`config.mk`:
```
export PLATFORM = sky130hd
export DESIGN_NAME = pr_writeback_flat
export DESIGN_NICKNAME = d
export VERILOG_FILES = /design/src/source/pr_pkg.sv /design/src/source/pr_round_if.sv /design/src/source/pr_writeback.sv /design/src/flat_wrapper.sv
export VERILOG_INCLUDE_DIRS = /design/src /design/src/include
export SDC_FILE = /design/constraint.sdc
export NUM_CORES = 1
export LEC_CHECK = 0
export ABC_AREA = 1
export CAP_MARGIN = 20
export CORE_MARGIN = 2
export CORE_UTILIZATION = 70
export CTS_BUF_LIST = sky130_fd_sc_hd__clkbuf_8
export DETAILED_ROUTE_END_ITERATION = 16
export DONT_BUFFER_PORTS = 1
export PLACE_DENSITY = 0.92
export REMOVE_ABC_BUFFERS = 1
export SYNTH_ARGS = -nofsm -noshare
export SYNTH_HDL_FRONTEND = slang
export SYNTH_SLANG_ARGS = --single-unit
export TNS_END_PERCENT = 50
```
`constraint.sdc`:
```
create_clock -name clk -period 8.15 [get_ports clk]
set_input_delay 1.63 -clock clk [delete_from_list [all_inputs] [get_ports clk]]
set_output_delay 1.63 -clock clk [all_outputs]
set_load 0.02 [all_outputs]
```
`src/include/pr_config.svh`:
```
`ifndef PR_CONFIG_SVH
`define PR_CONFIG_SVH

// score and memory word width
`define PR_WORD_W 64
// fixed-point fraction bits of a score
`define PR_FRAC_W 16
// log2 of the decoupling FIFO depth
`define PR_FIFO_LOG 4

// soft-register byte addresses, one 64-bit word apart
`define PR_REG_NVERT       32'h00
`define PR_REG_NEDGE       32'h08
`define PR_REG_VBASE       32'h10
`define PR_REG_EBASE       32'h18
`define PR_REG_ADDR0       32'h20
`define PR_REG_ADDR1       32'h28
`define PR_REG_ROUNDS      32'h30
// write only, kicks off a run
`define PR_REG_START       32'h38
// read only status words
`define PR_REG_STATE       32'h40
`define PR_REG_DONE_ROUNDS 32'h48

`endif

```
`src/source/pr_pkg.sv`:
```
`default_nettype none

`include "pr_config.svh"

package pr_pkg;

	// one memory word: a score, an address or an edge index
	typedef logic [`PR_WORD_W-1:0] pr_word_t;

	// vertex array entry, in-degree in the upper half
	typedef struct packed {
		logic [31:0] in_deg;
		logic [31:0] out_deg;
	} vert_entry_t;

	// round controller states, readable through PR_REG_STATE
	typedef enum logic [2:0] {
		IDLE,
		INIT,
		RUN,
		SWAP,
		DONE
	} pr_state_e;

	// kind of the single outstanding memory read
	typedef enum logic [1:0] {
		TAG_VERT,
		TAG_EDGE,
		TAG_SCORE
	} rd_tag_e;

	// vertex engine states
	typedef enum logic [1:0] {
		E_INIT,
		E_VERT,
		E_SUM,
		E_ISSUE
	} eng_state_e;

endpackage

`default_nettype wire

```
`src/source/pr_round_if.sv`:
```
`timescale 1ns/100ps
`default_nettype none

interface pr_round_if import pr_pkg::*; ();

	// one-cycle pulse at the start of every round
	logic start;
	// high for the whole of round 1
	logic first_round;
	logic [31:0] n_vertices;
	logic [31:0] n_edges;
	pr_word_t vert_base;
	pr_word_t edge_base;
	// old scores are read here, new scores written there
	pr_word_t rd_base;
	pr_word_t wr_base;
	// pulse once the last score write of a round is answered
	logic round_done;

	modport ctrl (
		output start, first_round, n_vertices, n_edges,
		output vert_base, edge_base, rd_base, wr_base,
		input round_done
	);

	modport fetch (
		input start, first_round, n_vertices, n_edges,
		input vert_base, edge_base, rd_base
	);

	modport engine (
		input start, first_round, n_vertices
	);

	modport wb (
		input start, n_vertices, wr_base,
		output round_done
	);

endinterface

`default_nettype wire

```
`src/source/pr_writeback.sv`:
```
`timescale 1ns/100ps
`default_nettype none

module pr_writeback import pr_pkg::*; (
	input wire clk,
	input wire rst,
	output pr_word_t m_awaddr,
	output logic [2:0] m_awprot,
	output logic m_awvalid,
	input wire m_awready,
	output pr_word_t m_wdata,
	output logic [7:0] m_wstrb,
	output logic m_wvalid,
	input wire m_wready,
	input wire [1:0] m_bresp,
	input wire m_bvalid,
	output logic m_bready,
	pr_round_if.wb rnd,
	input wire res_valid,
	output logic res_ready,
	input wire pr_word_t res_data
);

	// a write is in flight until its response
	logic busy;
	// vertex index of the result being written
	logic [31:0] idx;

	assign m_awprot = 3'b000;
	// whole aligned word every time
	assign m_wstrb = 8'hff;
	assign m_bready = 1'b1;
	assign res_ready = !busy;

	always_ff @(posedge clk) begin
		if (rst) begin
			busy <= 1'b0;
			m_awvalid <= 1'b0;
			m_wvalid <= 1'b0;
			idx <= '0;
			rnd.round_done <= 1'b0;
		end else begin
			rnd.round_done <= 1'b0;
			if (rnd.start)
				idx <= '0;
			// address and data channels complete independently
			if (m_awvalid && m_awready)
				m_awvalid <= 1'b0;
			if (m_wvalid && m_wready)
				m_wvalid <= 1'b0;
			if (res_valid && res_ready) begin
				busy <= 1'b1;
				m_awvalid <= 1'b1;
				m_wvalid <= 1'b1;
				m_awaddr <= rnd.wr_base + pr_word_t'({idx, 3'b000});
				m_wdata <= res_data;
			end
			if (m_bvalid) begin
				busy <= 1'b0;
				if (idx == rnd.n_vertices - 1'b1) begin
					idx <= '0;
					rnd.round_done <= 1'b1;
				end else begin
					idx <= idx + 1'b1;
				end
			end
		end
	end

	// a pending address stays valid and keeps its value until taken
	a_awvalid_hold: assert property (
		@(posedge clk) disable iff (rst)
		(m_awvalid && !m_awready) |=> (m_awvalid && $stable(m_awaddr))
	);

	// responses only for our own write, and always OKAY
	a_bvalid_expected: assert property (
		@(posedge clk) disable iff (rst) m_bvalid |-> (busy && (m_bresp == 2'b00))
	);

endmodule

`default_nettype wire

```
`src/flat_wrapper.sv`:
```
// flat-port wrapper written by rule: the top's interface ports become plain ports
module pr_writeback_flat import pr_pkg::*;
  (clk, rst, m_awaddr, m_awprot, m_awvalid, m_awready, m_wdata, m_wstrb, m_wvalid, m_wready, m_bresp, m_bvalid, m_bready, res_valid, res_ready, res_data, rnd_start, rnd_n_vertices, rnd_wr_base, rnd_round_done);
  pr_round_if rnd_i ();
  input wire clk;
  input wire rst;
  output pr_word_t m_awaddr;
  output logic [2:0] m_awprot;
  output logic m_awvalid;
  input wire m_awready;
  output pr_word_t m_wdata;
  output logic [7:0] m_wstrb;
  output logic m_wvalid;
  input wire m_wready;
  input wire [1:0] m_bresp;
  input wire m_bvalid;
  output logic m_bready;
  input wire res_valid;
  output logic res_ready;
  input wire pr_word_t res_data;
  input wire logic [$bits(rnd_i.start)-1:0] rnd_start;
  input wire logic [$bits(rnd_i.n_vertices)-1:0] rnd_n_vertices;
  input wire logic [$bits(rnd_i.wr_base)-1:0] rnd_wr_base;
  output wire logic [$bits(rnd_i.round_done)-1:0] rnd_round_done;
  assign rnd_i.start = rnd_start;
  assign rnd_i.n_vertices = rnd_n_vertices;
  assign rnd_i.wr_base = rnd_wr_base;
  assign rnd_round_done = rnd_i.round_done;
  pr_writeback u_core (.clk(clk), .rst(rst), .m_awaddr(m_awaddr), .m_awprot(m_awprot), .m_awvalid(m_awvalid), .m_awready(m_awready), .m_wdata(m_wdata), .m_wstrb(m_wstrb), .m_wvalid(m_wvalid), .m_wready(m_wready), .m_bresp(m_bresp), .m_bvalid(m_bvalid), .m_bready(m_bready), .rnd(rnd_i), .res_valid(res_valid), .res_ready(res_ready), .res_data(res_data));
endmodule
```
==> metrics <==
status=finished, final reports clean; Critical Path AT=4440 ps; commonest non-fill, non-tap cell in the layout=nand2_1; GRT Util Overall=40.2%; pwr/cell area=152 mW/mm^2; Num CTS Buffers=17; FFs w/ async S/R, synth=0%; Req. time, crit path=8500 ps; fin nets=1630; peak supply drop=~0.00011 V; Worst Path Max Fanout=32; Pre-antenna DRT Iters=8; clk sinks=164; Initial Util=70.6%; Min Clock Period, post-route=4080 ps; synth warn=0; cell area after synthesis=0.0111 mm^2; detailed placer's ending HPWL=between 20000 and 30000 um; Skew-Pair Late Insertion Delay=480 ps; CTS resizes=0; unrepaired setup endpoints after global routing=false; vias in the first global route=9101; Worst-path clk slew=90 ps; syn avg cell area=7.78 um^2; Seq/Total Area, Yosys=41.1%; synthesis-to-finish area growth=5.02%; number of setup violations in the final report=0; EDFF count, synth=128; most frequent cells in the layout=nand2_1 (317), inv_1 (202), nor2_1 (172); die height=130 um; Hold WC Path Type=flop to flop; Fillers=1195; Vias/cell=6.20; post-CTS setup buffer count=0; CTS H-Tree Depth=4; DR vias=10300; placed cells=roughly 1600; Max Fclk=roughly 250 MHz; Routed Antenna Nets=0; Clock Tree Root=clkbuf_8; Main synth FF type=edfxtp_1; share of cells above drive strength 1=approximately 7%; Startpoint Class=input port; total power=0.00177 W; DR iter-0 viols=1336; normalized max-slew margin=between 30% and 40%; Leakage=about 4.7 nW; final slew viol count=0; worst-margin pin slew=1040 ps; total grt overflow=0; Mapped Cells=1427; Worst Skew=15.2 ps; clk buf depth=2; GP Congestion=1.01; Setup CP Type=input port to flop; routed length per instance=21.1 um; Die ar.=0.0169 mm^2; CTS tree=built; CTS Hold Bufs=0; total wire length=35000 um; max cap viols=0; final non-filler cell total=1660; PortBufs=0; Ports=313; Tcrit/Tclk final=between 50 and 60%; Synth Register Bits=164; largest net degree at the start of global routing=89; Yosys cell types=49; Fin Setup TNS=0 ps; Final Hold Fails=0; antenna violations before repair=4; # rows=46; drt drc=0; first-pass GRT wire length=51200 um; Die Width=130 um; core area=0.0157 mm^2; CP endpoint kind=flop
-- state kept, by name, summed over array words and instances, names as in the netlist --
name / count
u_core.busy: 1
u_core.m_awvalid: 1
u_core.rnd.round_done: 1
u_core.idx: 32
u_core.m_wdata: 64
u_core.m_awaddr: 64
u_core.m_wvalid: 1
-- worst paths after layout --
check        cells after the start                  end              start  slack, ps
min reg2reg                      2        u_core.idx[3]      u_core.idx[3]        530
max reg2reg                     13  u_core.m_awaddr[47]      u_core.idx[0]       4770
max                             12       u_core.idx[26]  rnd_n_vertices[0]       4070
min                              2        u_core.idx[3]      u_core.idx[3]        530
-- kinds of logic (layout without fill, tap and decap cells) --
| group | count (synthesis) | count (layout) | synth area share [%] |
|---|---|---|---|
| other | 2 | 17 | 0.0677 |
| buffers and inverters | 244 | 246 | 8.92 |
| flip-flops | 164 | 164 | 41.1 |
| AND/OR/NAND/NOR | 712 | 712 | 29.5 |
| adder cells (fa/ha/maj) | 35 | 35 | 4.01 |
| XOR/XNOR | 97 | 97 | 7.66 |
| AO/OA/AOI/OAI | 173 | 173 | 8.75 |
-- routing by layer --
| metal | global-route usage (%) | part of all wire [%] |
|---|---|---|
| met1 | 52.7 | 37 |
| met2 | 62.9 | 45 |
| met3 | 9.59 | 11 |
| met4 | 19.9 | 6.0 |
| met5 | 0 | 0 |
-- where the power goes --
part | total (W) | internal [W] | switching (W)
Sequential | 0.000988 | 0.000938 | 0.0000495
Combinational | 0.000134 | 0.0000391 | 0.0000952
Clock | 0.000645 | 0.000289 | 0.000356
-- cell type report --
type	instances	area, um^2	share of cell area, %
Sequential cell	164	4560	39.2
Tap cell	216	270	2.32
Antenna cell	5	12.5	0.107
Multi-Input combinational cell	1029	5580	47.9
Clock inverter	14	163	1.40
Timing Repair Buffer	2	15.0	0.129
Clock buffer	18	248	2.13
Inverter	212	798	6.85
-- cell usage after synthesis (all sizes together) (10+ instances only) --
cell / count / share of area, %
nand2: 321 / 11
inv: 209 / 7.1
nor2: 191 / 7.1
edfxtp: 128 / 35
nand3: 90 / 5.4
a21oi: 88 / 4.0
xor2: 71 / 5.6
nor3: 44 / 2.1
o21ai: 44 / 2.1
nand4: 37 / 2.1
dfxtp: 36 / 6.5
ha: 34 / 3.8
xnor2: 26 / 2.1
buf: 18 / 1.3
nor4: 15 / 0.85
clkbuf: 14 / 0.50
o21bai: 10 / 0.68
-- stage by stage --
step	instance area [um^2]	hold WS (ps)	setup WS (ps)	utilization [%]
5_1_grt	11600	560	3790	74.1
4_1_cts	11600	528	4170	74.1
3_3_place_gp	11200	506	3760	71.5
3_5_place_dp	11200	512	3680	71.5
2_1_floorplan	10900	480	3360	-
6_report	11700	527	4070	74.2
-- worst max-delay path, stage by stage --
cell and delay, ps:
inv_1 130, ha_1 230, nand2_1 110, nor2_2 190, nand2_1 100, nor2_2 220
xor2_1 230, nand3_1 120, nor2_1 230, nand3_2 820, nand3_2 290, a21oi_1 120
Power figures use the tool's default switching activity.
