===== src/include/pr_config.svh =====
`ifndef PR_CONFIG_SVH
`define PR_CONFIG_SVH

// score and memory word width
`define PR_WORD_W 64
// fixed-point fraction bits of a score
`define PR_FRAC_W 16
// log2 of the decoupling FIFO depth
`define PR_FIFO_LOG 4

// soft-register byte addresses, one 64-bit word apart
`define PR_REG_NVERT       32'h00
`define PR_REG_NEDGE       32'h08
`define PR_REG_VBASE       32'h10
`define PR_REG_EBASE       32'h18
`define PR_REG_ADDR0       32'h20
`define PR_REG_ADDR1       32'h28
`define PR_REG_ROUNDS      32'h30
// write only, kicks off a run
`define PR_REG_START       32'h38
// read only status words
`define PR_REG_STATE       32'h40
`define PR_REG_DONE_ROUNDS 32'h48

`endif


===== src/source/pr_pkg.sv =====
`default_nettype none

`include "pr_config.svh"

package pr_pkg;

	// one memory word: a score, an address or an edge index
	typedef logic [`PR_WORD_W-1:0] pr_word_t;

	// vertex array entry, in-degree in the upper half
	typedef struct packed {
		logic [31:0] in_deg;
		logic [31:0] out_deg;
	} vert_entry_t;

	// round controller states, readable through PR_REG_STATE
	typedef enum logic [2:0] {
		IDLE,
		INIT,
		RUN,
		SWAP,
		DONE
	} pr_state_e;

	// kind of the single outstanding memory read
	typedef enum logic [1:0] {
		TAG_VERT,
		TAG_EDGE,
		TAG_SCORE
	} rd_tag_e;

	// vertex engine states
	typedef enum logic [1:0] {
		E_INIT,
		E_VERT,
		E_SUM,
		E_ISSUE
	} eng_state_e;

endpackage

`default_nettype wire


===== src/source/pr_round_if.sv =====
`timescale 1ns/100ps
`default_nettype none

interface pr_round_if import pr_pkg::*; ();

	// one-cycle pulse at the start of every round
	logic start;
	// high for the whole of round 1
	logic first_round;
	logic [31:0] n_vertices;
	logic [31:0] n_edges;
	pr_word_t vert_base;
	pr_word_t edge_base;
	// old scores are read here, new scores written there
	pr_word_t rd_base;
	pr_word_t wr_base;
	// pulse once the last score write of a round is answered
	logic round_done;

	modport ctrl (
		output start, first_round, n_vertices, n_edges,
		output vert_base, edge_base, rd_base, wr_base,
		input round_done
	);

	modport fetch (
		input start, first_round, n_vertices, n_edges,
		input vert_base, edge_base, rd_base
	);

	modport engine (
		input start, first_round, n_vertices
	);

	modport wb (
		input start, n_vertices, wr_base,
		output round_done
	);

endinterface

`default_nettype wire


===== src/source/pr_fifo.sv =====
`timescale 1ns/100ps
`default_nettype none

module pr_fifo #(
	parameter int WIDTH = 64,
	parameter int LOG_DEPTH = 4
) (
	input wire clk,
	input wire rst,
	input wire push,
	input wire [WIDTH-1:0] din,
	output logic full,
	input wire pop,
	output logic [WIDTH-1:0] dout,
	output logic empty
);

	logic [WIDTH-1:0] mem [2**LOG_DEPTH];
	logic [LOG_DEPTH-1:0] wr_ptr;
	logic [LOG_DEPTH-1:0] rd_ptr;
	// one extra bit so that a full FIFO is told apart from an empty one
	logic [LOG_DEPTH:0] count;
	logic do_push;
	logic do_pop;

	// count never exceeds the depth, so the top bit alone means full
	assign full = count[LOG_DEPTH];
	assign empty = (count == '0);
	assign do_push = push && !full;
	assign do_pop = pop && !empty;

	// first word falls through, the head is always on dout
	assign dout = mem[rd_ptr];

	always_ff @(posedge clk) begin
		if (rst) begin
			wr_ptr <= '0;
			rd_ptr <= '0;
			count <= '0;
		end else begin
			if (do_push)
				wr_ptr <= wr_ptr + 1'b1;
			if (do_pop)
				rd_ptr <= rd_ptr + 1'b1;
			count <= count + (LOG_DEPTH+1)'(do_push) - (LOG_DEPTH+1)'(do_pop);
		end
	end

	always_ff @(posedge clk) begin
		if (do_push)
			mem[wr_ptr] <= din;
	end

endmodule

`default_nettype wire


===== src/source/pr_mem_reader.sv =====
`timescale 1ns/100ps
`default_nettype none

`include "pr_config.svh"

module pr_mem_reader import pr_pkg::*; (
	input wire clk,
	input wire rst,
	output pr_word_t m_araddr,
	output logic [2:0] m_arprot,
	output logic m_arvalid,
	input wire m_arready,
	input wire pr_word_t m_rdata,
	input wire [1:0] m_rresp,
	input wire m_rvalid,
	output logic m_rready,
	pr_round_if.fetch rnd,
	output logic vert_valid,
	input wire vert_ready,
	output vert_entry_t vert_data,
	output logic score_valid,
	input wire score_ready,
	output pr_word_t score_data
);

	// words still to fetch this round
	logic [31:0] vert_left;
	logic [31:0] edge_left;
	pr_word_t vert_addr;
	pr_word_t edge_addr;
	// set from issue until the response, one read in flight at most
	logic rd_busy;
	rd_tag_e tag;

	logic can_issue;
	logic issue_score;
	logic issue_edge;
	logic issue_vert;

	logic vert_full;
	logic vert_empty;
	pr_word_t vert_q;
	logic edge_full;
	logic edge_empty;
	pr_word_t edge_head;
	logic score_full;
	logic score_empty;

	assign m_arprot = 3'b000;
	assign m_rready = 1'b1;

	// priority: score lookups, then edges, then vertices
	// a FIFO with room at issue still has room at the response,
	// since nothing else is pushed while the read is in flight
	assign can_issue = !rd_busy && !rnd.start;
	assign issue_score = can_issue && !edge_empty && !score_full;
	assign issue_edge = can_issue && !issue_score && (edge_left != '0) && !edge_full;
	assign issue_vert = can_issue && !issue_score && !issue_edge
		&& (vert_left != '0) && !vert_full;

	always_ff @(posedge clk) begin
		if (rst) begin
			m_arvalid <= 1'b0;
			rd_busy <= 1'b0;
			vert_left <= '0;
			edge_left <= '0;
		end else begin
			if (rnd.start) begin
				vert_left <= rnd.n_vertices;
				// round 1 uses the initial value, no edges needed
				edge_left <= rnd.first_round ? '0 : rnd.n_edges;
			end
			if (m_arvalid && m_arready)
				m_arvalid <= 1'b0;
			if (m_rvalid)
				rd_busy <= 1'b0;
			if (issue_score || issue_edge || issue_vert) begin
				m_arvalid <= 1'b1;
				rd_busy <= 1'b1;
			end
			if (issue_edge)
				edge_left <= edge_left - 1'b1;
			if (issue_vert)
				vert_left <= vert_left - 1'b1;
		end
	end

	// address and tag of the next read
	always_ff @(posedge clk) begin
		if (rnd.start) begin
			vert_addr <= rnd.vert_base;
			edge_addr <= rnd.edge_base;
		end
		if (issue_score) begin
			// old score of the source vertex at the edge FIFO head
			m_araddr <= rnd.rd_base + {edge_head[60:0], 3'b000};
			tag <= TAG_SCORE;
		end else if (issue_edge) begin
			m_araddr <= edge_addr;
			edge_addr <= edge_addr + 8;
			tag <= TAG_EDGE;
		end else if (issue_vert) begin
			m_araddr <= vert_addr;
			vert_addr <= vert_addr + 8;
			tag <= TAG_VERT;
		end
	end

	pr_fifo #(
		.WIDTH(`PR_WORD_W),
		.LOG_DEPTH(`PR_FIFO_LOG)
	) u_vert_fifo (
		.clk(clk),
		.rst(rst),
		.push(m_rvalid && (tag == TAG_VERT)),
		.din(m_rdata),
		.full(vert_full),
		.pop(vert_valid && vert_ready),
		.dout(vert_q),
		.empty(vert_empty)
	);

	// edge indices wait here until their score read is issued
	pr_fifo #(
		.WIDTH(`PR_WORD_W),
		.LOG_DEPTH(`PR_FIFO_LOG)
	) u_edge_fifo (
		.clk(clk),
		.rst(rst),
		.push(m_rvalid && (tag == TAG_EDGE)),
		.din(m_rdata),
		.full(edge_full),
		.pop(issue_score),
		.dout(edge_head),
		.empty(edge_empty)
	);

	pr_fifo #(
		.WIDTH(`PR_WORD_W),
		.LOG_DEPTH(`PR_FIFO_LOG)
	) u_score_fifo (
		.clk(clk),
		.rst(rst),
		.push(m_rvalid && (tag == TAG_SCORE)),
		.din(m_rdata),
		.full(score_full),
		.pop(score_valid && score_ready),
		.dout(score_data),
		.empty(score_empty)
	);

	assign vert_valid = !vert_empty;
	assign vert_data = vert_entry_t'(vert_q);
	assign score_valid = !score_empty;

	// a response only comes back for an accepted address, and always OKAY
	a_rvalid_outstanding: assert property (
		@(posedge clk) disable iff (rst)
		m_rvalid |-> (rd_busy && !m_arvalid && (m_rresp == 2'b00))
	);

endmodule

`default_nettype wire


===== src/flat_wrapper.sv =====
// flat-port wrapper written by rule: the top's interface ports become plain ports
module pr_mem_reader_flat import pr_pkg::*;
  (clk, rst, m_araddr, m_arprot, m_arvalid, m_arready, m_rdata, m_rresp, m_rvalid, m_rready, vert_valid, vert_ready, vert_data, score_valid, score_ready, score_data, rnd_start, rnd_first_round, rnd_n_vertices, rnd_n_edges, rnd_vert_base, rnd_edge_base, rnd_rd_base);
  pr_round_if rnd_i ();
  input wire clk;
  input wire rst;
  output pr_word_t m_araddr;
  output logic [2:0] m_arprot;
  output logic m_arvalid;
  input wire m_arready;
  input wire pr_word_t m_rdata;
  input wire [1:0] m_rresp;
  input wire m_rvalid;
  output logic m_rready;
  output logic vert_valid;
  input wire vert_ready;
  output vert_entry_t vert_data;
  output logic score_valid;
  input wire score_ready;
  output pr_word_t score_data;
  input wire logic [$bits(rnd_i.start)-1:0] rnd_start;
  input wire logic [$bits(rnd_i.first_round)-1:0] rnd_first_round;
  input wire logic [$bits(rnd_i.n_vertices)-1:0] rnd_n_vertices;
  input wire logic [$bits(rnd_i.n_edges)-1:0] rnd_n_edges;
  input wire logic [$bits(rnd_i.vert_base)-1:0] rnd_vert_base;
  input wire logic [$bits(rnd_i.edge_base)-1:0] rnd_edge_base;
  input wire logic [$bits(rnd_i.rd_base)-1:0] rnd_rd_base;
  assign rnd_i.start = rnd_start;
  assign rnd_i.first_round = rnd_first_round;
  assign rnd_i.n_vertices = rnd_n_vertices;
  assign rnd_i.n_edges = rnd_n_edges;
  assign rnd_i.vert_base = rnd_vert_base;
  assign rnd_i.edge_base = rnd_edge_base;
  assign rnd_i.rd_base = rnd_rd_base;
  pr_mem_reader u_core (.clk(clk), .rst(rst), .m_araddr(m_araddr), .m_arprot(m_arprot), .m_arvalid(m_arvalid), .m_arready(m_arready), .m_rdata(m_rdata), .m_rresp(m_rresp), .m_rvalid(m_rvalid), .m_rready(m_rready), .rnd(rnd_i), .vert_valid(vert_valid), .vert_ready(vert_ready), .vert_data(vert_data), .score_valid(score_valid), .score_ready(score_ready), .score_data(score_data));
endmodule

===== config.mk =====
export PLATFORM = sky130hd
export DESIGN_NAME = pr_mem_reader_flat
export DESIGN_NICKNAME = d
export VERILOG_FILES = /design/src/source/pr_pkg.sv /design/src/source/pr_round_if.sv /design/src/source/pr_fifo.sv /design/src/source/pr_mem_reader.sv /design/src/flat_wrapper.sv
export VERILOG_INCLUDE_DIRS = /design/src /design/src/include
export SDC_FILE = /design/constraint.sdc
export NUM_CORES = 2
export LEC_CHECK = 0
export BUFFER_PORTS_ARGS = -buffer_cell sky130_fd_sc_hd__buf_2
export CAP_MARGIN = 0
export CORE_MARGIN = 4
export CORE_UTILIZATION = 40
export DETAILED_ROUTE_END_ITERATION = 16
export PLACE_DENSITY = 0.6
export SYNTH_ARGS = -nofsm -noshare
export SYNTH_HDL_FRONTEND = slang
export SYNTH_HIERARCHICAL = 1
export SYNTH_SLANG_ARGS = --single-unit

===== constraint.sdc =====
create_clock -name clk -period 13.65 [get_ports clk]
set_input_delay 4.095 -clock clk [delete_from_list [all_inputs] [get_ports clk]]
set_output_delay 4.095 -clock clk [all_outputs]
set_load 0.005 [all_outputs]

==> metrics <==
Die ar. 340000 um2; worst skew pair latency 0.95 ns; Largest stage delay, worst path 0.79 ns; share of layout cells above drive strength 1 0.249; Top Ports 529; Initial Util 0.403; Area Overhead vs Synth 14.1%; dpl hpwl 220000 um; vias in the first global route 72717; TritonCTS clock tree yes; nets 8095; DRC 0; Die W 583 um; Critical Path RT 9.55 ns; Crit Reg-Reg Endpoint u_core/m_araddr[59]; initial antenna violation count 90; Clock Skews 0.0845 ns; Cell Area, Synth 132000 um2; num rows 210; largest net degree at the start of global routing 118; cells after synthesis 7066; Hold WC Path Type register to register; DR WL/cell 30.1 um; Worst Setup Start Kind register; CP Class register to primary output; WHS Endpoint u_core/vert_left[12]; H-Tree Depth 5; Leak 48.2 nW; post-cts resize count 0; number of CTS-inserted buffers 351; Reg2Reg Depth 17; cts hold-fix bufs 0; Hold Startpoint u_core/vert_left[12]; gr ovfl total 0; PortBufs 522; CP arrival 4.56 ns; 1st-iter DRT viols 7648; Num Clock Sinks 3335; max_slew headroom 0.234; Fill cells 27758; RSZ-0062 raised after global routing false; Clk pin slew, worst setup/hold paths 0.06 ns; detailed-route via count 72788; hold depth 2; Avg Cell Area, Syn 18.7 um2; global-route wire length before repair 529000 um; CP Max Fanout 103; Setup crit end kind primary output; Synth Warn # 6; antenna viol nets, final 0; final hold violations 0; status completed; max_cap viols 0; pins over their slew limit 0; maximum buffer depth of the clock tree 4; Crit-path slowest cell dfxtp_4; postcts setup bufs 0; CP Cell Sequence buf_4 > buf_12 > mux4_2 > a22oi_1 > nand2_1 > buf_2; CTS root buffer clkbuf_16; First-pass DRT Iterations 6; sum of negative setup slack 0 ns; final worst path period share 0.634; DR vias/cell 5.89; overall power 0.0273 W; gpl congestion 0.920; power density cells 181 nW/um2; Reg2Reg Setup Slack 6.50 ns; Slew @ Worst Pin 1.15 ns; Die Y 583 um; final WL 372000 um; All-Layer GR Usage 0.214; Core Region 328000 um2; post-route minimum period 8.65 ns; Max Clock Freq 116 MHz; # setup viols final 0; worst vdd ir 0.000195 V; worst hold slack 0.475 ns
-- where the power goes --
group	leakage [nW]	switching, W	internal (W)
clock network	5.49	0.00394	0.00536
registers	29.9	0.000352	0.0117
logic	12.8	0.00338	0.00259
total	48.2	0.00767	0.0196
-- stage by stage --
step / worst slack [ns] / cell area (um2) / util / instances
floorplan: 6.28 / 132000 / - / 7068
global placement: 4.93 / 140000 / 0.425 / 11656
detailed placement: 4.85 / 140000 / 0.425 / 11656
CTS: 4.75 / 151000 / 0.460 / 12298
global route: 4.59 / 151000 / 0.460 / 12306
finish: 5.00 / 151000 / 0.460 / 12348
-- area by class of cell --
type | instances | area, um2 | area share
well taps | 4346 | 5440 | 0.0360
flip-flops and latches | 3335 | 97800 | 0.647
repair buffers | 632 | 3560 | 0.0235
clock buffers | 442 | 9270 | 0.0613
multi-input cells | 3238 | 32600 | 0.216
diodes | 50 | 125 | 0.000828
clock inverters | 200 | 1960 | 0.0130
inverters | 105 | 395 | 0.00262
-- flip-flops by register name (all words and copies together), names as in the netlist, 32 cells and up, named ones only --
| register | cells |
|---|---|
| u_core/u_score_fifo/mem | 1024 |
| u_core/u_edge_fifo/mem | 976 |
| u_core/vert_left | 32 |
| u_core/m_araddr | 64 |
| u_core/edge_left | 32 |
| u_core/vert_addr | 64 |
| u_core/edge_addr | 64 |
| u_core/u_vert_fifo/mem | 1024 |
-- worst max-delay path, delay by kind of cell, from the launching register on --
family	cells	cell delay [ns]
buffers and inverters	3	1.51
multiplexers	1	0.61
AND/OR/NAND/NOR	1	0.34
flip-flops	1	0.79
AO/OA/AOI/OAI	1	0.26
-- how the worst max path moves through the flow --
stage,start,end,slack (ns),cells past startpoint
CTS,register,score_data[39],4.75,6
global placement,rnd_start,u_core/m_araddr[43],4.93,9
global route,register,score_data[31],4.59,6
detailed placement,rnd_start,u_core/m_araddr[43],4.85,9
finish,register,score_data[39],5.00,6
floorplan,rnd_start,u_core/m_araddr[0],6.28,7
-- cell usage in the layout (no fill, tap or decap), types with 63 or more instances in the layout --
| cell type | count |
|---|---|
| clkbuf_1 | 79 |
| mux4_2 | 756 |
| o21ai_0 | 150 |
| clkinv_2 | 64 |
| nor2_1 | 257 |
| nor3_1 | 63 |
| edfxtp_1 | 3094 |
| ha_1 | 98 |
| clkinv_1 | 78 |
| nand2_1 | 436 |
| nand3_1 | 78 |
| a22oi_1 | 427 |
| dfxtp_1 | 235 |
| inv_1 | 101 |
| buf_2 | 520 |
| a21oi_1 | 225 |
| buf_4 | 103 |
| clkbuf_16 | 353 |
-- routing by layer --
metal / track usage / share of wire / up-vias
met5: 0 / 0.0012 / -
met4: 0.0709 / 0.034 / 74
met3: 0.0421 / 0.082 / 600
met2: 0.344 / 0.48 / 3069
met1: 0.293 / 0.41 / 38665
li1: - / - / 30380
Note: power is estimated with default switching activity, not from simulation.
