## src/include/pr_config.svh

```systemverilog
`ifndef PR_CONFIG_SVH
`define PR_CONFIG_SVH

// score and memory word width
`define PR_WORD_W 64
// fixed-point fraction bits of a score
`define PR_FRAC_W 16
// log2 of the decoupling FIFO depth
`define PR_FIFO_LOG 4

// soft-register byte addresses, one 64-bit word apart
`define PR_REG_NVERT       32'h00
`define PR_REG_NEDGE       32'h08
`define PR_REG_VBASE       32'h10
`define PR_REG_EBASE       32'h18
`define PR_REG_ADDR0       32'h20
`define PR_REG_ADDR1       32'h28
`define PR_REG_ROUNDS      32'h30
// write only, kicks off a run
`define PR_REG_START       32'h38
// read only status words
`define PR_REG_STATE       32'h40
`define PR_REG_DONE_ROUNDS 32'h48

`endif

```

## src/source/pr_pkg.sv

```systemverilog
`default_nettype none

`include "pr_config.svh"

package pr_pkg;

	// one memory word: a score, an address or an edge index
	typedef logic [`PR_WORD_W-1:0] pr_word_t;

	// vertex array entry, in-degree in the upper half
	typedef struct packed {
		logic [31:0] in_deg;
		logic [31:0] out_deg;
	} vert_entry_t;

	// round controller states, readable through PR_REG_STATE
	typedef enum logic [2:0] {
		IDLE,
		INIT,
		RUN,
		SWAP,
		DONE
	} pr_state_e;

	// kind of the single outstanding memory read
	typedef enum logic [1:0] {
		TAG_VERT,
		TAG_EDGE,
		TAG_SCORE
	} rd_tag_e;

	// vertex engine states
	typedef enum logic [1:0] {
		E_INIT,
		E_VERT,
		E_SUM,
		E_ISSUE
	} eng_state_e;

endpackage

`default_nettype wire

```

## src/source/pr_round_if.sv

```systemverilog
`timescale 1ns/100ps
`default_nettype none

interface pr_round_if import pr_pkg::*; ();

	// one-cycle pulse at the start of every round
	logic start;
	// high for the whole of round 1
	logic first_round;
	logic [31:0] n_vertices;
	logic [31:0] n_edges;
	pr_word_t vert_base;
	pr_word_t edge_base;
	// old scores are read here, new scores written there
	pr_word_t rd_base;
	pr_word_t wr_base;
	// pulse once the last score write of a round is answered
	logic round_done;

	modport ctrl (
		output start, first_round, n_vertices, n_edges,
		output vert_base, edge_base, rd_base, wr_base,
		input round_done
	);

	modport fetch (
		input start, first_round, n_vertices, n_edges,
		input vert_base, edge_base, rd_base
	);

	modport engine (
		input start, first_round, n_vertices
	);

	modport wb (
		input start, n_vertices, wr_base,
		output round_done
	);

endinterface

`default_nettype wire

```

## src/source/pr_control.sv

```systemverilog
`timescale 1ns/100ps
`default_nettype none

`include "pr_config.svh"

module pr_control import pr_pkg::*; (
	input wire clk,
	input wire rst,
	input wire softreg_req_valid,
	input wire softreg_req_is_write,
	input wire [31:0] softreg_req_addr,
	input wire pr_word_t softreg_req_data,
	output logic softreg_resp_valid,
	output pr_word_t softreg_resp_data,
	pr_round_if.ctrl rnd
);

	pr_state_e state;
	logic [31:0] total_rounds;
	logic [31:0] done_rounds;
	logic reg_wr;
	logic start_wr;

	assign reg_wr = softreg_req_valid && softreg_req_is_write;
	assign start_wr = reg_wr && (softreg_req_addr == `PR_REG_START);

	// the initial-value round is the one entered through INIT
	assign rnd.first_round = (state == INIT);

	// graph parameters and score bases, swapped between rounds
	always_ff @(posedge clk) begin
		if (reg_wr) begin
			case (softreg_req_addr)
				`PR_REG_NVERT: rnd.n_vertices <= softreg_req_data[31:0];
				`PR_REG_NEDGE: rnd.n_edges <= softreg_req_data[31:0];
				`PR_REG_VBASE: rnd.vert_base <= softreg_req_data;
				`PR_REG_EBASE: rnd.edge_base <= softreg_req_data;
				`PR_REG_ADDR0: rnd.rd_base <= softreg_req_data;
				`PR_REG_ADDR1: rnd.wr_base <= softreg_req_data;
				`PR_REG_ROUNDS: total_rounds <= softreg_req_data[31:0];
				default: ;
			endcase
		end
		// this round's output becomes next round's input
		if (state == SWAP) begin
			rnd.rd_base <= rnd.wr_base;
			rnd.wr_base <= rnd.rd_base;
		end
	end

	// round sequencing
	always_ff @(posedge clk) begin
		if (rst) begin
			state <= IDLE;
			rnd.start <= 1'b0;
			done_rounds <= '0;
		end else begin
			rnd.start <= 1'b0;
			case (state)
				IDLE, DONE: begin
					// a finished run may be started again with new parameters
					if (start_wr) begin
						state <= INIT;
						rnd.start <= 1'b1;
						done_rounds <= '0;
					end
				end
				INIT, RUN: begin
					if (rnd.round_done)
						state <= SWAP;
				end
				SWAP: begin
					done_rounds <= done_rounds + 1'b1;
					if (done_rounds + 1'b1 >= total_rounds) begin
						state <= DONE;
					end else begin
						state <= RUN;
						rnd.start <= 1'b1;
					end
				end
				default: state <= IDLE;
			endcase
		end
	end

	// reads answer exactly one cycle after the request
	always_ff @(posedge clk) begin
		if (rst)
			softreg_resp_valid <= 1'b0;
		else
			softreg_resp_valid <= softreg_req_valid && !softreg_req_is_write;
	end

	always_ff @(posedge clk) begin
		if (softreg_req_valid && !softreg_req_is_write) begin
			case (softreg_req_addr)
				`PR_REG_NVERT: softreg_resp_data <= pr_word_t'(rnd.n_vertices);
				`PR_REG_NEDGE: softreg_resp_data <= pr_word_t'(rnd.n_edges);
				`PR_REG_VBASE: softreg_resp_data <= rnd.vert_base;
				`PR_REG_EBASE: softreg_resp_data <= rnd.edge_base;
				// current read and write bases, swapped after each round
				`PR_REG_ADDR0: softreg_resp_data <= rnd.rd_base;
				`PR_REG_ADDR1: softreg_resp_data <= rnd.wr_base;
				`PR_REG_ROUNDS: softreg_resp_data <= pr_word_t'(total_rounds);
				`PR_REG_STATE: softreg_resp_data <= pr_word_t'(state);
				`PR_REG_DONE_ROUNDS: softreg_resp_data <= pr_word_t'(done_rounds);
				default: softreg_resp_data <= '0;
			endcase
		end
	end

	// writeback only finishes rounds that this controller started
	a_no_done_in_idle: assert property (
		@(posedge clk) disable iff (rst) rnd.round_done |-> (state != IDLE)
	);

endmodule

`default_nettype wire

```

## src/flat_wrapper.sv

```systemverilog
// flat-port wrapper written by rule: the top's interface ports become plain ports
module pr_control_flat import pr_pkg::*;
  (clk, rst, softreg_req_valid, softreg_req_is_write, softreg_req_addr, softreg_req_data, softreg_resp_valid, softreg_resp_data, rnd_start, rnd_first_round, rnd_n_vertices, rnd_n_edges, rnd_vert_base, rnd_edge_base, rnd_rd_base, rnd_wr_base, rnd_round_done);
  pr_round_if rnd_i ();
  input wire clk;
  input wire rst;
  input wire softreg_req_valid;
  input wire softreg_req_is_write;
  input wire [31:0] softreg_req_addr;
  input wire pr_word_t softreg_req_data;
  output logic softreg_resp_valid;
  output pr_word_t softreg_resp_data;
  output wire logic [$bits(rnd_i.start)-1:0] rnd_start;
  output wire logic [$bits(rnd_i.first_round)-1:0] rnd_first_round;
  output wire logic [$bits(rnd_i.n_vertices)-1:0] rnd_n_vertices;
  output wire logic [$bits(rnd_i.n_edges)-1:0] rnd_n_edges;
  output wire logic [$bits(rnd_i.vert_base)-1:0] rnd_vert_base;
  output wire logic [$bits(rnd_i.edge_base)-1:0] rnd_edge_base;
  output wire logic [$bits(rnd_i.rd_base)-1:0] rnd_rd_base;
  output wire logic [$bits(rnd_i.wr_base)-1:0] rnd_wr_base;
  input wire logic [$bits(rnd_i.round_done)-1:0] rnd_round_done;
  assign rnd_start = rnd_i.start;
  assign rnd_first_round = rnd_i.first_round;
  assign rnd_n_vertices = rnd_i.n_vertices;
  assign rnd_n_edges = rnd_i.n_edges;
  assign rnd_vert_base = rnd_i.vert_base;
  assign rnd_edge_base = rnd_i.edge_base;
  assign rnd_rd_base = rnd_i.rd_base;
  assign rnd_wr_base = rnd_i.wr_base;
  assign rnd_i.round_done = rnd_round_done;
  pr_control u_core (.clk(clk), .rst(rst), .softreg_req_valid(softreg_req_valid), .softreg_req_is_write(softreg_req_is_write), .softreg_req_addr(softreg_req_addr), .softreg_req_data(softreg_req_data), .softreg_resp_valid(softreg_resp_valid), .softreg_resp_data(softreg_resp_data), .rnd(rnd_i));
endmodule
```

## config.mk

```make
export PLATFORM = sky130hd
export DESIGN_NAME = pr_control_flat
export DESIGN_NICKNAME = d
export VERILOG_FILES = /design/src/source/pr_pkg.sv /design/src/source/pr_round_if.sv /design/src/source/pr_control.sv /design/src/flat_wrapper.sv
export VERILOG_INCLUDE_DIRS = /design/src /design/src/include
export SDC_FILE = /design/constraint.sdc
export NUM_CORES = 1
export LEC_CHECK = 0
export ABC_CLOCK_PERIOD_IN_PS = 11540
export BUFFER_PORTS_ARGS = -buffer_cell sky130_fd_sc_hd__buf_4
export CORE_UTILIZATION = 45
export DETAILED_ROUTE_END_ITERATION = 10
export MAX_ROUTING_LAYER = met4
export PLACE_DENSITY_LB_ADDON = 0.2
export SYNTH_ARGS = -nofsm -noshare
export SYNTH_HDL_FRONTEND = slang
export SYNTH_SLANG_ARGS = --single-unit
```

## constraint.sdc

```tcl
create_clock -name clk -period 11.54 [get_ports clk]
set_input_delay 1.154 -clock clk [delete_from_list [all_inputs] [get_ports clk]]
set_output_delay 1.154 -clock clk [all_outputs]
set_load 0.005 [all_outputs]
```

==> results of run 1 <==
placed cells by master (no fill, tap or decap), types with 26 or more instances in the layout:
master / n
inv_1: 38
a22o_1: 28
clkbuf_16: 50
edfxtp_1: 416
nor2_1: 54
a21oi_1: 46
nand4_1: 26
buf_4: 519
ha_1: 33
a22oi_1: 54
dfxtp_1: 37
o21ai_0: 36
nand2_1: 380
nand3_1: 33
through the flow:
step	power [mW]	cells	util	cell area, sq um
after floorplan	2.09	1616	-	19900
after global placement	2.27	2608	0.558	24200
after detailed placement	2.28	2608	0.558	24200
after CTS	3.81	2696	0.594	25700
after global routing	3.90	2697	0.594	25700
final	3.80	2697	0.594	25700
how the worst max path moves through the flow:
| stage | from | end | slack (ns) | cells past startpoint |
|---|---|---|---|---|
| 2_1_floorplan | softreg_req_addr[5] | u_core.rnd.vert_base[0] | 2.64 | 4 |
| 3_3_place_gp | softreg_req_addr[7] | u_core.rnd.rd_base[18] | 6.78 | 8 |
| 3_5_place_dp | softreg_req_addr[13] | u_core.rnd.rd_base[18] | 6.70 | 8 |
| 4_1_cts | softreg_req_addr[13] | u_core.rnd.rd_base[13] | 7.30 | 8 |
| 5_1_grt | softreg_req_addr[7] | u_core.rnd.rd_base[13] | 7.10 | 8 |
| 6_report | softreg_req_addr[7] | u_core.rnd.rd_base[6] | 7.22 | 8 |
cell type report:
class	count	share of cell area
Clock inverter	25	0.00904
Tap cell	585	0.0284
Inverter	38	0.00554
Antenna cell	1	0.0000972
Sequential cell	453	0.514
Multi-Input combinational cell	1013	0.240
Clock buffer	63	0.0513
Timing Repair Buffer	519	0.151
critical path: stages:
cell	delay, ns
buf_4	0.11
nor3_1	0.56
and4_2	0.33
buf_4	0.55
and4_1	0.27
buf_4	0.41
nand3_1	0.20
nand2_4	0.84
cell usage after synthesis, types with 5 or more instances:
cell and n:
edfxtp_1 416, mux2_2 16, a22o_1 28, nor3b_1 6, a31oi_1 8, a211o_1 5, xor2_1 12, a211oi_1 9
nor3_1 25, nand4_1 26, and4_1 11, nor2b_1 6, buf_2 23, inv_1 38, dfxtp_1 37, buf_1 14
a22oi_1 54, a21oi_1 46, o21a_1 5, and3_1 15, o21ai_0 36, nor2_1 56, a311oi_1 10, a221o_1 21
nand3b_1 6, ha_1 33, o211ai_1 16, a2bb2oi_1 7, nor4_1 14, nand2_1 382, mux2i_1 18, xnor2_1 18
a221oi_1 24, clkbuf_1 73, a222oi_1 17, nand3_1 33
flip-flops by register name, summed over array words and instances, names as in the netlist:
signal and flops:
u_core.done_rounds 32, u_core.rnd.edge_base 64, u_core.rnd.n_edges 32, u_core.rnd.n_vertices 32, u_core.rnd.rd_base 64, u_core.rnd.start 1
u_core.rnd.vert_base 64, u_core.rnd.wr_base 64, u_core.softreg_resp_data 64, u_core.softreg_resp_valid 1, u_core.state 3, u_core.total_rounds 32
power groups by stage:
stage / Clock [mW] / Combinational [mW] / Sequential [mW]
after floorplan: 0 / 0.153 / 1.94
after global placement: 0 / 0.327 / 1.94
after detailed placement: 0 / 0.336 / 1.94
after CTS: 1.56 / 0.338 / 1.91
after global routing: 1.62 / 0.365 / 1.92
final: 1.55 / 0.339 / 1.91
cell families (layout without fill, tap and decap cells):
logic type | count (synthesis) | count (layout)
fa+ha+maj | 33 | 33
flops | 453 | 453
other cells | 0 | 1
simple gates | 603 | 603
mux | 34 | 34
buf+inv | 150 | 645
xor+xnor | 30 | 30
compound gates | 313 | 313
metal layers:
layer	track usage	vias to the layer above	share of wire
met5	-	-	0
met2	0.491	1011	0.47
met3	0.0675	129	0.10
li1	-	7042	-
met1	0.441	8168	0.40
met4	0.106	0	0.029
==> metrics.md, run 1 <==
| Metric | Value |
|---|---|
| Main combinational cell family by area after synthesis | simple AND/OR/NAND/NOR gates |
| Logic pwr share | 0.089 |
| Area grow syn2layout | 29.3% |
| Clk network pwr share | 0.407 |
| Clock tree buffer depth | 3 |
| Worst Hold Depth | 2 |
| Depth of the most critical reg-to-reg path | 10 |
| DR iter-0 viols | 2,102 |
| Post-Synth XOR/XNOR Area | 0.0132 |
| Worst r2r src | u_core.done_rounds[5] |
| Arr. time, crit path | 4.51 ns |
| Fin crit share | 0.374 |
| Via-to-Cell Ratio | 6.06 |
| DRC Markers | 0 |
| Pre-antenna DRT Iters | 8 |
| WL/cell | 27.1 um |
| Die area | 0.0451 sq mm |
| Crit-path max FO | 64 |
| GPL Wtd Cong | 0.941 |
| PwrDens | 147 mW/mm^2 |
| Hold_ws | 0.561 ns |
| Syn nets | 1,750 |
| Critical Path RT | 11.74 ns |
| Via count | 16,400 |
| Hold endpoint | u_core.done_rounds[1] |
| Synthesized-area fraction occupied by ao, oa, aoi and oai cells | 0.118 |
| Routed WL | 73.1 mm |
| Setup WS post-layout | 7.22 ns |
| Row cnt | 76 |
| Post-Syn Area per Cell | 12.3 sq um |
| Sequential area share after synthesis | 0.665 |
| Number of synthesized flops with an enable pin | 416 |
| Clock buffer count from CTS | 48 |
| Syn Inst Count | 1,616 |
| Hpwl dp | 49.6 mm |
| Ys async rst share | 0 |
| #FFs+latches synth | 453 |
| IO buf count | 487 |
| Clock sink total | 453 |
| Ys Warns | 0 |
| Clk_lat worst skew | 0.59 ns |
| Seq. cell area | 0.0132 sq mm |
| Multi-input logic area | 0.00618 sq mm |
| Switching power | 0.910 mW |
| First-pass GRT wire length | 104 mm |
| Max-slew violations | 0 |
| Worst setup SP type | input port |
| Multiplexer share of the synthesized area | 0.0181 |
| # hold bufs at CTS | 0 |
| Tmin final | 4.32 ns |
| Status | finished clean |
| Top cell type's share of synthesized area | 0.627 |
| Peak Freq | 232 MHz |
| Hold Crit Class | flip-flop to flip-flop |
| Peak VDD IR | 0.000105 V |
| Final setup fails | 0 |
| R2R Setup Slk | 7.38 ns |
| Remaining Overflow, GRT | 0 |
| Kind of critical path | input port to flip-flop |
| Sequential power share | 0.503 |
| IO Count | 488 |
| Skew final | 0.0216 ns |
| Reg-to-Reg End | u_core.rnd.start |
| Max-cap check violation count | 0 |
| Pin count of the biggest net entering global routing | 81 |
| DIE HEIGHT | 212 um |
| Chip Width | 212 um |
| Final hold vios | 0 |
| Core Footprint | 0.0434 sq mm |
| Share of cells above drive strength 1 | 0.301 |
| Total track usage | 0.325 |
| Simple-gate portion of the synthesized area | 0.135 |
| Root Buffer | clkbuf_16 |
| RSZ-0062 raised after global routing | no |
| Fill cell total of the finished layout | 3,595 |
| Post-place setup slack | 6.70 ns |
| Initial Util | 0.459 |
| Switching fraction of total power | 0.240 |
| CTS tree | yes |
| Count of nets after finishing | 2,207 |
| Hold path start | u_core.done_rounds[1] |
| Synth area leaders | edfxtp_1 63%, nand2_1 7.2%, dfxtp_1 3.7% |
| Initial antenna violation count | 1 |
| Synth Area in Adders | 0.0207 |
| P_int | 2.89 mW |
| Routed Antenna Nets | 0 |
| Actual slew at the worst max-slew pin | 1.37 ns |
| Yosys top cell by area | edfxtp_1 |
| Worst setup EP type | flip-flop |
| Slew headroom | 0.0859 |
| Final setup TNS | 0 ns |
| Synth cell types | 66 |
| Leak pwr | 9.76 nW |
| Post-synth top flop | edfxtp_1 |
| Vias in the first global route | 15,600 |
| Worst-path clk slew | 0.06 ns |
| Setup bufs post-CTS | 0 |
| H-tree depth | 2 |
| Post-CTS Resized | 0 |
| Mapped Area | 0.0199 sq mm |
(Power assumes the default switching activity.)
==> run 2: changes to the inputs <==
Settings changed: ABC_CLOCK_PERIOD_IN_PS 11540 to 3900.
Clock period 11.54 ns to 3.9 ns, I/O delays scaled along.
==> run 2 against run 1 <==
- sequential power increased to 3.0 times the previous value
- wire length increased by 0.76%
- flip-flop and latch count unchanged
- clock power increased to 3.0 times the previous value
- setup slack got worse by 7.0 ns
- register-to-register slack got worse by 7.2 ns
- critical path depth increased by 3
- largest power group unchanged
==> metrics.md, run 2 (synthesized netlist as in run 1, its figures left out) <==
| Metric | Value |
|---|---|
| Commonest non-fill, non-tap cell in the layout | buf_4 |
| Arr. time, crit path | 4.18 ns (-0.33 ns) |
| Clock tree buffer depth | 3 (unchanged) |
| Slew headroom | 0.354 (+0.268) |
| Setup bufs post-CTS | 0 (unchanged) |
| Final setup fails | 0 (unchanged) |
| Critical Path RT | 4.38 ns (-7.36 ns) |
| Chip Width | 212 um (unchanged) |
| Commonest cells after routing, fill and taps aside | 551 x buf_4, 416 x edfxtp_1, 380 x nand2_1, 55 x nor2_1, 54 x a22oi_1 |
| Peak VDD IR | 0.000392 V (+270%) |
| DIE HEIGHT | 212 um (unchanged) |
| GPL Wtd Cong | 0.925 (-1.8%) |
| First-pass GRT wire length | 105 mm (+1.2%) |
| Worst r2r src | u_core.done_rounds[0] |
| Leak pwr | 10.1 nW (+3.9%) |
| IO buf count | 487 (unchanged) |
| CP cell instances | ha_1, and4_1, nand3_1, nor3_1, xnor2_1, ha_1, nand4_1, or4_1, nand2b_1, and3_1, a311oi_1 |
| IO Count | 488 (unchanged) |
| H-tree depth | 2 (unchanged) |
| Met2 GRT Util | 0.486 (-0.00441) |
| Root Buffer | clkbuf_16 |
| Crit-path max FO | 7 (-89%) |
| Hold path start | softreg_req_data[17] |
| Clk_lat worst skew | 0.58 ns (about the same) |
| Routed Antenna Nets | 0 (unchanged) |
| CP dominant cell by count | ha_1 |
| Top delay family on crit path | simple AND/OR/NAND/NOR gates |
| Via count | 16,500 (+1.0%) |
| Fin crit share | 0.950 |
| Diodes inserted | 0 (-1) |
| Kind of critical path | flip-flop to flip-flop |
| Hold endpoint | u_core.rnd.n_vertices[17] |
| Max-slew violations | 0 (unchanged) |
| Slowest cell on the critical path | or4_1 |
| Clock sink total | 453 (unchanged) |
| Actual slew at the worst max-slew pin | 0.968 ns (-0.400 ns) |
| R2R Setup Slk | 0.20 ns (-7.18 ns) |
| Crit-path max cell delay | 0.57 ns (-0.27 ns) |
| WL/cell | 26.7 um (-1.6%) |
| Die area | 0.0451 sq mm (unchanged) |
| Initial antenna violation count | 0 (-1) |
| Grt peak-use layer | met2 |
| Reg-to-Reg End | u_core.state[2] |
| Row cnt | 76 (unchanged) |
| Pin count of the biggest net entering global routing | 65 (-20%) |
| Core Util, Final | 0.611 (+0.0168) |
| Worst setup SP type | flip-flop |
| Remaining Overflow, GRT | 0 (unchanged) |
| Core Footprint | 0.0434 sq mm (unchanged) |
| Worst Hold Depth | 1 (-1) |
| Vias in the first global route | 16,000 (+2.3%) |
| Final hold vios | 0 (unchanged) |
| Hold_ws | 0.0274 ns (-0.534 ns) |
| Max-cap check violation count | 0 (unchanged) |
| Final setup TNS | 0 ns (unchanged) |
| Area grow syn2layout | 33.0% |
| Pre-antenna DRT Iters | 8 (unchanged) |
| Met3 GRT Util | 0.0802 (+0.0127) |
| Worst-path clk slew | 0.06 ns (about the same) |
| Worst setup EP type | flip-flop |
| CP startpoint | u_core.done_rounds[0] |
| Peak Freq | 270 MHz |
| CP bufs+invs | 0 (-3) |
| Total track usage | 0.331 (+0.00538) |
| Hold Crit Class | input port to flip-flop |
| CTS tree | yes |
| Fill cell total of the finished layout | 3,528 (-1.9%) |
| Count of nets after finishing | 2,277 (+3.2%) |
| Hpwl dp | 51.2 mm (+3.3%) |
| Clock buffer count from CTS | 48 (unchanged) |
| Skew final | 0.0157 ns (-0.00582 ns) |
| Share of cells above drive strength 1 | 0.310 (+0.00894) |
| Power, Total | 11.3 mW (+200%) |
| Initial Util | 0.459 (unchanged) |
| Routed WL | 73.6 mm (+0.76%) |
| PwrDens | 427 mW/mm^2 (+190%) |
| Finished Layout Cells | 2,761 (+2.4%) |
| DRC Markers | 0 (unchanged) |
| Via-to-Cell Ratio | 5.98 (-1.3%) |
| Status | finished clean |
| Depth of the most critical reg-to-reg path | 11 (+1) |
| DR iter-0 viols | 1,769 (-16%) |
| Tmin final | 3.70 ns |
| Placed instance count | 2,647 (+1.5%) |
| RSZ-0062 raised after global routing | no |
| Grt met1 use | 0.445 (+0.00425) |
-- run 2: changes by cell type in the layout (fill, tap and decap cells not counted), moves of 2 or more --
cell           change
nor3_1             -3
nor3_4             +2
buf_12             +7
buf_4             +32
dlygate4sd3_1     +31
clkbuf_8           +3
clkbuf_1           +2
clkinv_1           -3
clkinv_2           -6
-- run 2: metal layers --
layer,share of wire,up-vias
met5,0,-
li1,-,7169
met4,0.036,0
met2,0.45,1056
met3,0.10,163
met1,0.41,8128
-- run 2: power by group --
part	total [mW]	internal [mW]	leakage (nW)	switching, mW
combinational	1.06	0.418	5.35	0.647
clock	4.58	2.72	0.756	1.87
sequential	5.65	5.52	4.03	0.129
-- run 2: worst max path at each step --
stage	endpoint	slack, ns	depth (start not counted)
2_1_floorplan	u_core.rnd.edge_base[0]	-0.42	5
3_3_place_gp	u_core.rnd.start	0.25	10
3_5_place_dp	u_core.state[2]	0.13	10
4_1_cts	u_core.state[2]	0.07	10
5_1_grt	u_core.rnd.start	0.02	12
6_report	u_core.state[2]	0.20	11
-- run 2: stage by stage --
| stage | instance area, sq um | worst slack [ns] |
|---|---|---|
| after detailed placement | 24600 | 0.128 |
| after global placement | 24600 | 0.247 |
| after global routing | 26500 | 0.0221 |
| final | 26500 | 0.196 |
| after CTS | 26400 | 0.0732 |
| after floorplan | 20000 | -0.421 |
-- run 2: layout make-up --
class | count | area [sq um] | share of cell area
multi-input combinational | 1013 | 6230 | 0.235
clock inverter | 16 | 206 | 0.00780
sequential | 453 | 13200 | 0.500
tap | 585 | 732 | 0.0276
inverter | 38 | 143 | 0.00539
timing repair buffer | 589 | 4590 | 0.173
clock buffer | 67 | 1340 | 0.0508
-- run 2: repair_timing --
| action | CTS | global route |
|---|---|---|
| setup endpoints to repair | 0 | 3 |
| hold endpoints to repair | 62 | 0 |
| resized for setup | 0 | 5 |
| hold buffers | 31 | 0 |
